==> config.mk <==
export PLATFORM = sky130hd
export DESIGN_NAME = mac_unit_top
export DESIGN_NICKNAME = d
export VERILOG_FILES = /design/src/rtl/mac_pkg.sv /design/src/rtl/stream_fifo.sv /design/src/rtl/mul_pipe.sv /design/src/rtl/add_pipe.sv /design/src/rtl/op_dispatch.sv /design/src/rtl/add_input_arbiter.sv /design/src/rtl/result_arbiter.sv /design/src/rtl/mac_unit_top.sv
export VERILOG_INCLUDE_DIRS = /design/src /design/src/rtl
export SDC_FILE = /design/constraint.sdc
export NUM_CORES = 2
export LEC_CHECK = 0
export ABC_CLOCK_PERIOD_IN_PS = 9200
export BUFFER_PORTS_ARGS = -buffer_cell sky130_fd_sc_hd__buf_2
export CORE_MARGIN = 2
export CORE_UTILIZATION = 30
export DETAILED_ROUTE_END_ITERATION = 10
export HOLD_SLACK_MARGIN = 0.15
export PLACE_DENSITY = 0.56
export SLEW_MARGIN = 20
export SYNTH_ARGS = -nofsm -noshare
export SYNTH_HDL_FRONTEND = slang
export SYNTH_HIERARCHICAL = 1
export SYNTH_SLANG_ARGS = --single-unit
==> constraint.sdc <==
create_clock -name clk -period 9.2 [get_ports clk]
set_input_delay 1.84 -clock clk [delete_from_list [all_inputs] [get_ports clk]]
set_output_delay 1.84 -clock clk [all_outputs]
set_load 0.01 [all_outputs]
==> src/rtl/mac_defines.svh <==
`ifndef MAC_DEFINES_SVH
`define MAC_DEFINES_SVH

// operand and result word width
`define MAC_DATA_W 32

// op code width, matches the 3-bit decode
`define MAC_OP_W 3

`endif

==> src/rtl/mac_pkg.sv <==
`default_nettype none

`include "mac_defines.svh"

package mac_pkg;

  // op codes, 011 left unused on purpose
  typedef enum logic [`MAC_OP_W-1:0] {
    OP_ADD   = 3'b000,
    OP_SUB   = 3'b001,
    OP_MUL   = 3'b010,
    OP_MADD  = 3'b100,
    OP_MSUB  = 3'b101,
    OP_NMSUB = 3'b110,
    OP_NMADD = 3'b111
  } mac_op_e;

  // one two's-complement data word
  typedef logic [`MAC_DATA_W-1:0] word_t;

  // operands as issued at the unit input
  typedef struct packed {
    mac_op_e op;
    word_t   a;
    word_t   b;
    word_t   c;
  } operand_rec_t;

  // multiplier to adder hand-off
  // prod wraps modulo 2^MAC_DATA_W
  typedef struct packed {
    mac_op_e op;
    word_t   prod;
    word_t   addend;
  } product_rec_t;

endpackage

`default_nettype wire

==> src/rtl/stream_fifo.sv <==
`default_nettype none
`timescale 1ns/1ps

module stream_fifo
  import mac_pkg::*;
#(
  parameter type payload_t = word_t
) (
  input  wire      clk,
  input  wire      reset_i,
  input  wire      w_valid_i,
  output logic     w_ready_o,
  input  payload_t w_data_i,
  output logic     r_valid_o,
  input  wire      r_ready_i,
  output payload_t r_data_o
);

  logic     full;
  payload_t entry;

  // room when empty or when the entry drains this cycle
  assign w_ready_o = !full || r_ready_i;
  assign r_valid_o = full;
  assign r_data_o  = entry;

  // occupancy flag
  always_ff @(posedge clk) begin
    if (reset_i) begin
      full <= 1'b0;
    end else if (w_valid_i && w_ready_o) begin
      full <= 1'b1;
    end else if (r_ready_i) begin
      full <= 1'b0;
    end
  end

  // payload register
  always_ff @(posedge clk) begin
    if (w_valid_i && w_ready_o) begin
      entry <= w_data_i;
    end
  end

endmodule

`default_nettype wire

==> src/rtl/mul_pipe.sv <==
`default_nettype none
`timescale 1ns/1ps

module mul_pipe
  import mac_pkg::*;
(
  input  wire          clk,
  input  wire          reset_i,
  input  wire          in_valid_i,
  output logic         in_ready_o,
  input  operand_rec_t in_rec_i,
  output logic         out_valid_o,
  input  wire          out_ready_i,
  output product_rec_t out_rec_o
);

  // stage one, registered operands
  logic         s1_valid;
  operand_rec_t s1_rec;
  logic         s1_ready;

  // stage two, registered product record
  logic         s2_valid;
  product_rec_t s2_rec;
  logic         s2_ready;

  // a stage moves when the next one is empty or moving
  assign s2_ready   = !s2_valid || out_ready_i;
  assign s1_ready   = !s1_valid || s2_ready;
  assign in_ready_o = s1_ready;

  assign out_valid_o = s2_valid;
  assign out_rec_o   = s2_rec;

  // valid flags
  always_ff @(posedge clk) begin
    if (reset_i) begin
      s1_valid <= 1'b0;
      s2_valid <= 1'b0;
    end else begin
      if (s1_ready) begin
        s1_valid <= in_valid_i;
      end
      if (s2_ready) begin
        s2_valid <= s1_valid;
      end
    end
  end

  // data path
  always_ff @(posedge clk) begin
    if (in_valid_i && s1_ready) begin
      s1_rec <= in_rec_i;
    end
    if (s1_valid && s2_ready) begin
      s2_rec.op     <= s1_rec.op;
      // low half of the product only
      s2_rec.prod   <= s1_rec.a * s1_rec.b;
      s2_rec.addend <= s1_rec.c;
    end
  end

endmodule

`default_nettype wire

==> src/rtl/add_pipe.sv <==
`default_nettype none
`timescale 1ns/1ps

module add_pipe
  import mac_pkg::*;
(
  input  wire          clk,
  input  wire          reset_i,
  input  wire          in_valid_i,
  output logic         in_ready_o,
  input  product_rec_t in_rec_i,
  output logic         out_valid_o,
  input  wire          out_ready_i,
  output word_t        out_sum_o
);

  // sign choices from the op code
  // op[0] negates the addend, op[2] with op[1] negates the product
  logic  neg_prod;
  logic  neg_addend;
  word_t x_in;
  word_t y_in;

  // stage one, signed terms
  logic  s1_valid;
  word_t s1_x;
  word_t s1_y;
  logic  s1_ready;

  // stage two, wrapped sum
  logic  s2_valid;
  word_t s2_sum;
  logic  s2_ready;

  assign neg_prod   = in_rec_i.op[2] && in_rec_i.op[1];
  assign neg_addend = in_rec_i.op[0];
  assign x_in       = neg_prod ? -in_rec_i.prod : in_rec_i.prod;
  assign y_in       = neg_addend ? -in_rec_i.addend : in_rec_i.addend;

  // stall chain
  assign s2_ready   = !s2_valid || out_ready_i;
  assign s1_ready   = !s1_valid || s2_ready;
  assign in_ready_o = s1_ready;

  assign out_valid_o = s2_valid;
  assign out_sum_o   = s2_sum;

  always_ff @(posedge clk) begin
    if (reset_i) begin
      s1_valid <= 1'b0;
      s2_valid <= 1'b0;
    end else begin
      if (s1_ready) begin
        s1_valid <= in_valid_i;
      end
      if (s2_ready) begin
        s2_valid <= s1_valid;
      end
    end
  end

  always_ff @(posedge clk) begin
    if (in_valid_i && s1_ready) begin
      s1_x <= x_in;
      s1_y <= y_in;
    end
    // carry out dropped, sum wraps
    if (s1_valid && s2_ready) begin
      s2_sum <= s1_x + s1_y;
    end
  end

endmodule

`default_nettype wire

==> src/rtl/op_dispatch.sv <==
`default_nettype none
`timescale 1ns/1ps

module op_dispatch
  import mac_pkg::*;
(
  input  wire          in_valid_i,
  output logic         in_ready_o,
  input  operand_rec_t in_rec_i,
  output logic         mul_valid_o,
  input  wire          mul_ready_i,
  output logic         direct_valid_o,
  input  wire          direct_ready_i,
  input  wire          prod_valid_i,
  output logic         prod_ready_o,
  input  product_rec_t prod_rec_i,
  output logic         fused_valid_o,
  input  wire          fused_ready_i,
  output logic         mulres_valid_o,
  input  wire          mulres_ready_i,
  output word_t        mulres_word_o
);

  logic is_fused;
  logic is_mul;
  logic is_addsub;
  logic prod_fused;

  // input decode, reserved 011 matches none of these
  assign is_fused  = in_rec_i.op[2];
  assign is_mul    = in_rec_i.op == OP_MUL;
  assign is_addsub = in_rec_i.op[2:1] == 2'b00;

  // exactly one path sees the valid
  assign mul_valid_o    = in_valid_i && (is_fused || is_mul);
  assign direct_valid_o = in_valid_i && is_addsub;

  // ready follows the chosen path, low for the reserved code
  assign in_ready_o = is_addsub           ? direct_ready_i :
                      (is_fused || is_mul) ? mul_ready_i    : 1'b0;

  // product split, fused goes on to the adder
  assign prod_fused     = prod_rec_i.op[2];
  assign fused_valid_o  = prod_valid_i && prod_fused;
  assign mulres_valid_o = prod_valid_i && !prod_fused;
  assign mulres_word_o  = prod_rec_i.prod;
  assign prod_ready_o   = prod_fused ? fused_ready_i : mulres_ready_i;

endmodule

`default_nettype wire

==> src/rtl/add_input_arbiter.sv <==
`default_nettype none
`timescale 1ns/1ps

module add_input_arbiter
  import mac_pkg::*;
(
  input  wire          clk,
  input  wire          reset_i,
  input  wire          fused_valid_i,
  output logic         fused_ready_o,
  input  product_rec_t fused_rec_i,
  input  wire          direct_valid_i,
  output logic         direct_ready_o,
  input  operand_rec_t direct_rec_i,
  output logic         add_valid_o,
  input  wire          add_ready_i,
  output product_rec_t add_rec_o
);

  logic         fq_valid;
  logic         fq_ready;
  product_rec_t fq_rec;
  logic         dq_valid;
  logic         dq_ready;
  operand_rec_t dq_rec;
  product_rec_t dq_as_prod;

  // fused hand-off from the multiplier
  stream_fifo #(.payload_t(product_rec_t)) u_fused_q (
    .clk      (clk),
    .reset_i  (reset_i),
    .w_valid_i(fused_valid_i),
    .w_ready_o(fused_ready_o),
    .w_data_i (fused_rec_i),
    .r_valid_o(fq_valid),
    .r_ready_i(fq_ready),
    .r_data_o (fq_rec)
  );

  // add and sub straight from the input
  stream_fifo #(.payload_t(operand_rec_t)) u_direct_q (
    .clk      (clk),
    .reset_i  (reset_i),
    .w_valid_i(direct_valid_i),
    .w_ready_o(direct_ready_o),
    .w_data_i (direct_rec_i),
    .r_valid_o(dq_valid),
    .r_ready_i(dq_ready),
    .r_data_o (dq_rec)
  );

  // a rides in the product slot, b in the addend
  assign dq_as_prod = '{op: dq_rec.op, prod: dq_rec.a, addend: dq_rec.b};

  // fused wins whenever it holds an entry
  assign fq_ready    = add_ready_i;
  assign dq_ready    = !fq_valid && add_ready_i;
  assign add_valid_o = fq_valid || dq_valid;
  assign add_rec_o   = fq_valid ? fq_rec : dq_as_prod;

endmodule

`default_nettype wire

==> src/rtl/result_arbiter.sv <==
`default_nettype none
`timescale 1ns/1ps

module result_arbiter
  import mac_pkg::*;
(
  input  wire   clk,
  input  wire   reset_i,
  input  wire   mul_valid_i,
  output logic  mul_ready_o,
  input  word_t mul_word_i,
  input  wire   add_valid_i,
  output logic  add_ready_o,
  input  word_t add_word_i,
  output logic  out_valid_o,
  input  wire   out_ready_i,
  output word_t out_result_o
);

  logic  mq_valid;
  logic  mq_ready;
  word_t mq_word;
  logic  aq_valid;
  logic  aq_ready;
  word_t aq_word;

  // multiplier-only results
  stream_fifo #(.payload_t(word_t)) u_mul_q (
    .clk      (clk),
    .reset_i  (reset_i),
    .w_valid_i(mul_valid_i),
    .w_ready_o(mul_ready_o),
    .w_data_i (mul_word_i),
    .r_valid_o(mq_valid),
    .r_ready_i(mq_ready),
    .r_data_o (mq_word)
  );

  // adder results, direct and fused
  stream_fifo #(.payload_t(word_t)) u_add_q (
    .clk      (clk),
    .reset_i  (reset_i),
    .w_valid_i(add_valid_i),
    .w_ready_o(add_ready_o),
    .w_data_i (add_word_i),
    .r_valid_o(aq_valid),
    .r_ready_i(aq_ready),
    .r_data_o (aq_word)
  );

  // mul buffer first, adder only when mul buffer is empty
  assign mq_ready     = out_ready_i;
  assign aq_ready     = !mq_valid && out_ready_i;
  assign out_valid_o  = mq_valid || aq_valid;
  assign out_result_o = mq_valid ? mq_word : aq_word;

endmodule

`default_nettype wire

==> src/rtl/mac_unit_top.sv <==
`default_nettype none
`timescale 1ns/1ps

module mac_unit_top
  import mac_pkg::*;
(
  input  wire     clk,
  input  wire     reset_i,
  input  wire     in_valid_i,
  output logic    in_ready_o,
  input  mac_op_e in_op_i,
  input  word_t   in_a_i,
  input  word_t   in_b_i,
  input  word_t   in_c_i,
  output logic    out_valid_o,
  input  wire     out_ready_i,
  output word_t   out_result_o
);

  operand_rec_t in_rec;

  // dispatch to multiplier or direct adder flow
  logic         mul_in_valid;
  logic         mul_in_ready;
  logic         direct_valid;
  logic         direct_ready;

  // multiplier output and its split
  logic         prod_valid;
  logic         prod_ready;
  product_rec_t prod_rec;
  logic         fused_valid;
  logic         fused_ready;
  logic         mulres_valid;
  logic         mulres_ready;
  word_t        mulres_word;

  // adder input and output
  logic         add_valid;
  logic         add_ready;
  product_rec_t add_rec;
  logic         sum_valid;
  logic         sum_ready;
  word_t        sum_word;

  assign in_rec = '{op: in_op_i, a: in_a_i, b: in_b_i, c: in_c_i};

  op_dispatch u_dispatch (
    .in_valid_i    (in_valid_i),
    .in_ready_o    (in_ready_o),
    .in_rec_i      (in_rec),
    .mul_valid_o   (mul_in_valid),
    .mul_ready_i   (mul_in_ready),
    .direct_valid_o(direct_valid),
    .direct_ready_i(direct_ready),
    .prod_valid_i  (prod_valid),
    .prod_ready_o  (prod_ready),
    .prod_rec_i    (prod_rec),
    .fused_valid_o (fused_valid),
    .fused_ready_i (fused_ready),
    .mulres_valid_o(mulres_valid),
    .mulres_ready_i(mulres_ready),
    .mulres_word_o (mulres_word)
  );

  mul_pipe u_mul (
    .clk        (clk),
    .reset_i    (reset_i),
    .in_valid_i (mul_in_valid),
    .in_ready_o (mul_in_ready),
    .in_rec_i   (in_rec),
    .out_valid_o(prod_valid),
    .out_ready_i(prod_ready),
    .out_rec_o  (prod_rec)
  );

  // fused records come straight off the multiplier
  add_input_arbiter u_add_arb (
    .clk           (clk),
    .reset_i       (reset_i),
    .fused_valid_i (fused_valid),
    .fused_ready_o (fused_ready),
    .fused_rec_i   (prod_rec),
    .direct_valid_i(direct_valid),
    .direct_ready_o(direct_ready),
    .direct_rec_i  (in_rec),
    .add_valid_o   (add_valid),
    .add_ready_i   (add_ready),
    .add_rec_o     (add_rec)
  );

  add_pipe u_add (
    .clk        (clk),
    .reset_i    (reset_i),
    .in_valid_i (add_valid),
    .in_ready_o (add_ready),
    .in_rec_i   (add_rec),
    .out_valid_o(sum_valid),
    .out_ready_i(sum_ready),
    .out_sum_o  (sum_word)
  );

  result_arbiter u_res_arb (
    .clk         (clk),
    .reset_i     (reset_i),
    .mul_valid_i (mulres_valid),
    .mul_ready_o (mulres_ready),
    .mul_word_i  (mulres_word),
    .add_valid_i (sum_valid),
    .add_ready_o (sum_ready),
    .add_word_i  (sum_word),
    .out_valid_o (out_valid_o),
    .out_ready_i (out_ready_i),
    .out_result_o(out_result_o)
  );

endmodule

`default_nettype wire

; After elaboration in Yosys (flattened, before gate mapping)
; Cells that the tools add are included.
[word_totals]
register_bits = 468
inputBits = 103
out_inout_bits = 34
word_cells = 86
[op_classes]
addsub = 3
multipliers = 1
n_eq_ne = 1
muxes = 15
n_reduce_logical = 40
[op_table]
columns = operator, n
row1 = two-way mux 32 bit, 3
row2 = two-way mux 67 bit, 1
row3 = negator 32 bit, 2
row4 = adder 32 bit, 1
row5 = multiplier 32 x 32 -> 32 bit, 1
row6 = logical AND 1 bit, 15
row7 = logical OR 1 bit, 11
row8 = two-way mux 1 bit, 11
row9 = zero test 1 bit, 9
row10 = nonzero test 2 bit, 4
row11 = "equality test 3 x 2 -> 1 bit, second input constant", 1
row12 = zero test 2 bit, 1

; Longest topological paths before layout
[logic_depth]
ltp_word = 11
mapped_depth = 26
ltp_nobuf = 23

; Hierarchy
; The synthesis kept the hierarchy.
[by_module_without_submodules]
columns = mod, instances, cells_per_inst, area_each_um2, seq_area_each_um2
row1 = mul_pipe, 1, 1901, 20917.6, 5024.8
row2 = add_pipe, 1, 535, 5870.6, 2922.8
row3 = stream_fifo at u_add_arb.u_direct_q, 1, 104, 3027.9, 2992.9
row4 = stream_fifo at u_add_arb.u_fused_q, 1, 72, 2067.0, 2031.9
row5 = stream_fifo at u_res_arb.u_add_q ..., 2, 37, 1016.0, 980.9
row6 = add_input_arbiter, 1, 77, 855.8, 0.0
row7 = result_arbiter, 1, 38, 549.3, 0.0
row8 = op_dispatch, 1, 42, 315.3, 0.0

; Worst setup path after synthesis
; Ideal clock, no wire load.
[synth_path]
path_kind = reg-to-reg
start = reg u_mul/s1_rec[77] (netlist bit)
end = reg u_mul.s2_rec (netlist bit u_mul/out_rec_o[60]) (data pin)
setup_time_ns = 0.264
t_arrival_ns = 6.428
t_required_ns = 8.936
setup_slack_ns = 2.507
path_stages_with_launch = 25
path_buffers = 3
synth_period_minus_slack_ns = 6.693
path_cell_list = edfxtp_1 > clkbuf_2 > clkbuf_1 > and2_1 > fa_1 > fa_1 > fa_1 > inv_1 > fa_1 > inv_1 > fa_1 > inv_1 > fa_1 > inv_1 > fa_1 > fa_1 > ha_1 > clkbuf_1 > nand2_1 > nor3_1 > o21ai_0 > and4_1 > a21o_1 > o21a_1 > a21boi_0
[synth_via]
elab_chain_len = 1
[synth_rtl]
columns = item, line_no
row1 = start: declaration, mul_pipe.sv:19  ; operand_rec_t s1_rec;
row2 = start signal: assignment, mul_pipe.sv:53  ; s1_rec <= in_rec_i;
row3 = multiplier 32 x 32 -> 32 bit, mul_pipe.sv:58  ; s2_rec.prod <= s1_rec.a * s1_rec.b;
row4 = end: declaration, mul_pipe.sv:24  ; product_rec_t s2_rec;
; No other way between the ends.
; A chain may end at the register's enable or synchronous reset.

; Final worst setup path
[layout_path]
start = reg u_mul/s1_rec[72] (netlist bit)
end = reg u_mul.s2_rec (netlist bit u_mul/out_rec_o[60]) (data pin)
; The elaborated chain is that of the path after synthesis.

==> qor.txt <==
DRT iter0 DRCs - 1499
Startpoint Class - register
Fmax - 0.135 GHz
Clock buffer count from CTS - 49
Worst reg2reg startpoint - u_mul/s1_rec[72]
CTS Hold Bufs - 0
# rows - 124
RSZ-0062 raised after global routing - false
IO Count - 137
Initial antenna violation count - 8
Die height - 344 um
Worst-path fanout max - 24
Clock skew - 0.0412 ns
Grt ovf - 0
Post_cts resized - 0
Tightest Pin Transition - 1.09 ns
Slew margin rel. - 27.1%
Routed wire length - 95700 um
Worst endpoint data arrival time - 7.78 ns
GR peak layer - met2
CTS max path bufs - 3
H-tree levels - 2
Status - finished, final reports clean
R2R Setup Slk - 1.79 ns
Clock root buffer - clkbuf_16
Synthesized instance count - 2811
Hold WC Path Type - register to register
Post-DRT Antenna Nets - 0
Initial core utilization - 30.3%
Total GRT Usage - 16.3%
Clk sinks - 468
Synth Net Count - 3479
Avg Inst Size Synth - 12.3 sq um
1st-pass router iterations - 7
Slew Viols, Final - 0
Final setup fails - 0
NumNets Final - 3550
R2R cell count - 22
CP endpoint kind - register
Layout cells sized above 1 - 12.5%
Routed len/inst - 21.6 um
Footprint of the multi-input gates - 18600 sq um
Hold Path Sink - u_add_arb/u_fused_q/r_data_o[64]
Post-CTS setup buffers - 0
Worst Hold Depth - 0
Buffers added on ports - 136
Die area - 118000 sq um
Max_cap viols - 0
Storage cell area - 14000 sq um
Area of the mapped netlist - 34700 sq um
Synth warn - 6
Die Span X - 344 um
Vias per inst - 4.64
First-pass GRT wire length - 141000 um
Met1 Use GR - 23.5%
Largest net degree at the start of global routing - 65
Hold Crit Start - u_mul/out_rec_o[64]
Final sum of negative setup slack - 0 ns
Detailed-route via count - 20568
Fillers - 11485
CTS tree - done
Minimum clock period - 7.41 ns
Core ar. - 115000 sq um
Gpl congestion - 0.875
Vias in the first global route - 21282
Synth-to-Final Area Change - 10.4%
Grt met3 use - 4.82%
Worst-Skew Late Latency - 0.64 ns
RR Endpoint - u_mul/out_rec_o[60]
Grt met2 use - 24.2%
Critical path class - register to register
Critical Path RT - 9.58 ns
Clk slew on worst S/H paths - 0.07 ns
Drc violations - 0
Final period utilization - 80.5%
Fin. Hold Viols - 0
Post-detail-place hpwl - 74300 um
-- through the flow --
| step | setup slack [ns] | cells | utilization, % | hold slack [ns] | area [sq um] |
|---|---|---|---|---|---|
| 6_report | 1.79 | 4431 | 33.4 | 0.396 | 38300 |
| 5_1_grt | 1.48 | 4428 | 33.4 | 0.414 | 38300 |
| 2_1_floorplan | 2.51 | 2811 | - | 0.400 | 34700 |
| 3_5_place_dp | 1.83 | 4343 | 32.0 | 0.405 | 36700 |
| 3_3_place_gp | 1.91 | 4343 | 32.0 | 0.402 | 36700 |
| 4_1_cts | 1.80 | 4428 | 33.4 | 0.395 | 38300 |
-- area by class of cell --
cell class                 count  share of cell area, %
antenna                        3                 0.0196
clock buffer                  59                   3.30
clock inverter                26                  0.817
inverter                     383                   3.76
multi-input combinational   1825                   48.5
sequential                   468                   36.5
tap                         1512                   4.94
timing repair buffer         155                   2.15
-- critical path, stage by stage (launching register included) --
cell,delay (ns)
edfxtp_1,1.04
nand2_1,0.19
fa_1,0.45
inv_1,0.08
fa_1,0.43
fa_1,0.54
inv_1,0.06
fa_1,0.48
inv_1,0.05
fa_1,0.51
inv_1,0.06
fa_1,0.53
inv_1,0.05
fa_1,0.49
fa_1,0.41
ha_1,0.42
nand2_1,0.08
nor3_1,0.20
o21ai_0,0.21
and4_1,0.29
a21o_1,0.20
o21a_1,0.19
a21boi_0,0.12
-- worst max path at each step --
stage	slack, ns	from	to	cells after the start
2_1_floorplan	2.51	u_mul/s1_rec[77]	u_mul/out_rec_o[60]	24
3_3_place_gp	1.91	u_mul/s1_rec[38]	u_mul/out_rec_o[60]	21
3_5_place_dp	1.83	u_mul/s1_rec[73]	u_mul/out_rec_o[60]	22
4_1_cts	1.80	u_mul/s1_rec[72]	u_mul/out_rec_o[60]	22
5_1_grt	1.48	u_mul/s1_rec[72]	u_mul/out_rec_o[60]	22
6_report	1.79	u_mul/s1_rec[72]	u_mul/out_rec_o[60]	22
-- per-layer routing --
metal | part of all wire, % | vias to the layer above
met5 | 0.014 | -
met4 | 2.3 | 2
met3 | 8.4 | 102
met2 | 43 | 623
met1 | 46 | 10568
li1 | - | 9273
-- placed cells by master (no fill, tap or decap), types with 6 or more instances in the layout --
cell type,n
nor2b_1,11
nand2_1,224
ha_1,156
mux2_2,63
dfxtp_1,6
xnor2_1,122
buf_2,136
nor2_1,41
xor2_1,48
and2_1,372
a21oi_1,64
nand2b_1,9
a21o_1,23
edfxtp_1,460
or3_1,6
nand4_1,9
o211ai_1,6
buf_4,19
o21a_1,11
a31oi_1,11
nor3_1,26
o31ai_1,9
clkinv_1,7
o21ai_0,57
clkbuf_16,49
nand3_1,16
mux2_4,37
inv_1,383
clkbuf_1,10
fa_1,409
-- flip-flops by register name, summed over array words and instances (netlist names), 67 cells and up --
signal	flops
u_add_arb/u_direct_q/r_data_o	67
u_add_arb/u_fused_q/r_data_o	67
u_mul/out_rec_o	67
u_mul/s1_rec	99
Power is not shown: default switching activity piles up to over one toggle a cycle in this logic, so the estimate is an artifact.
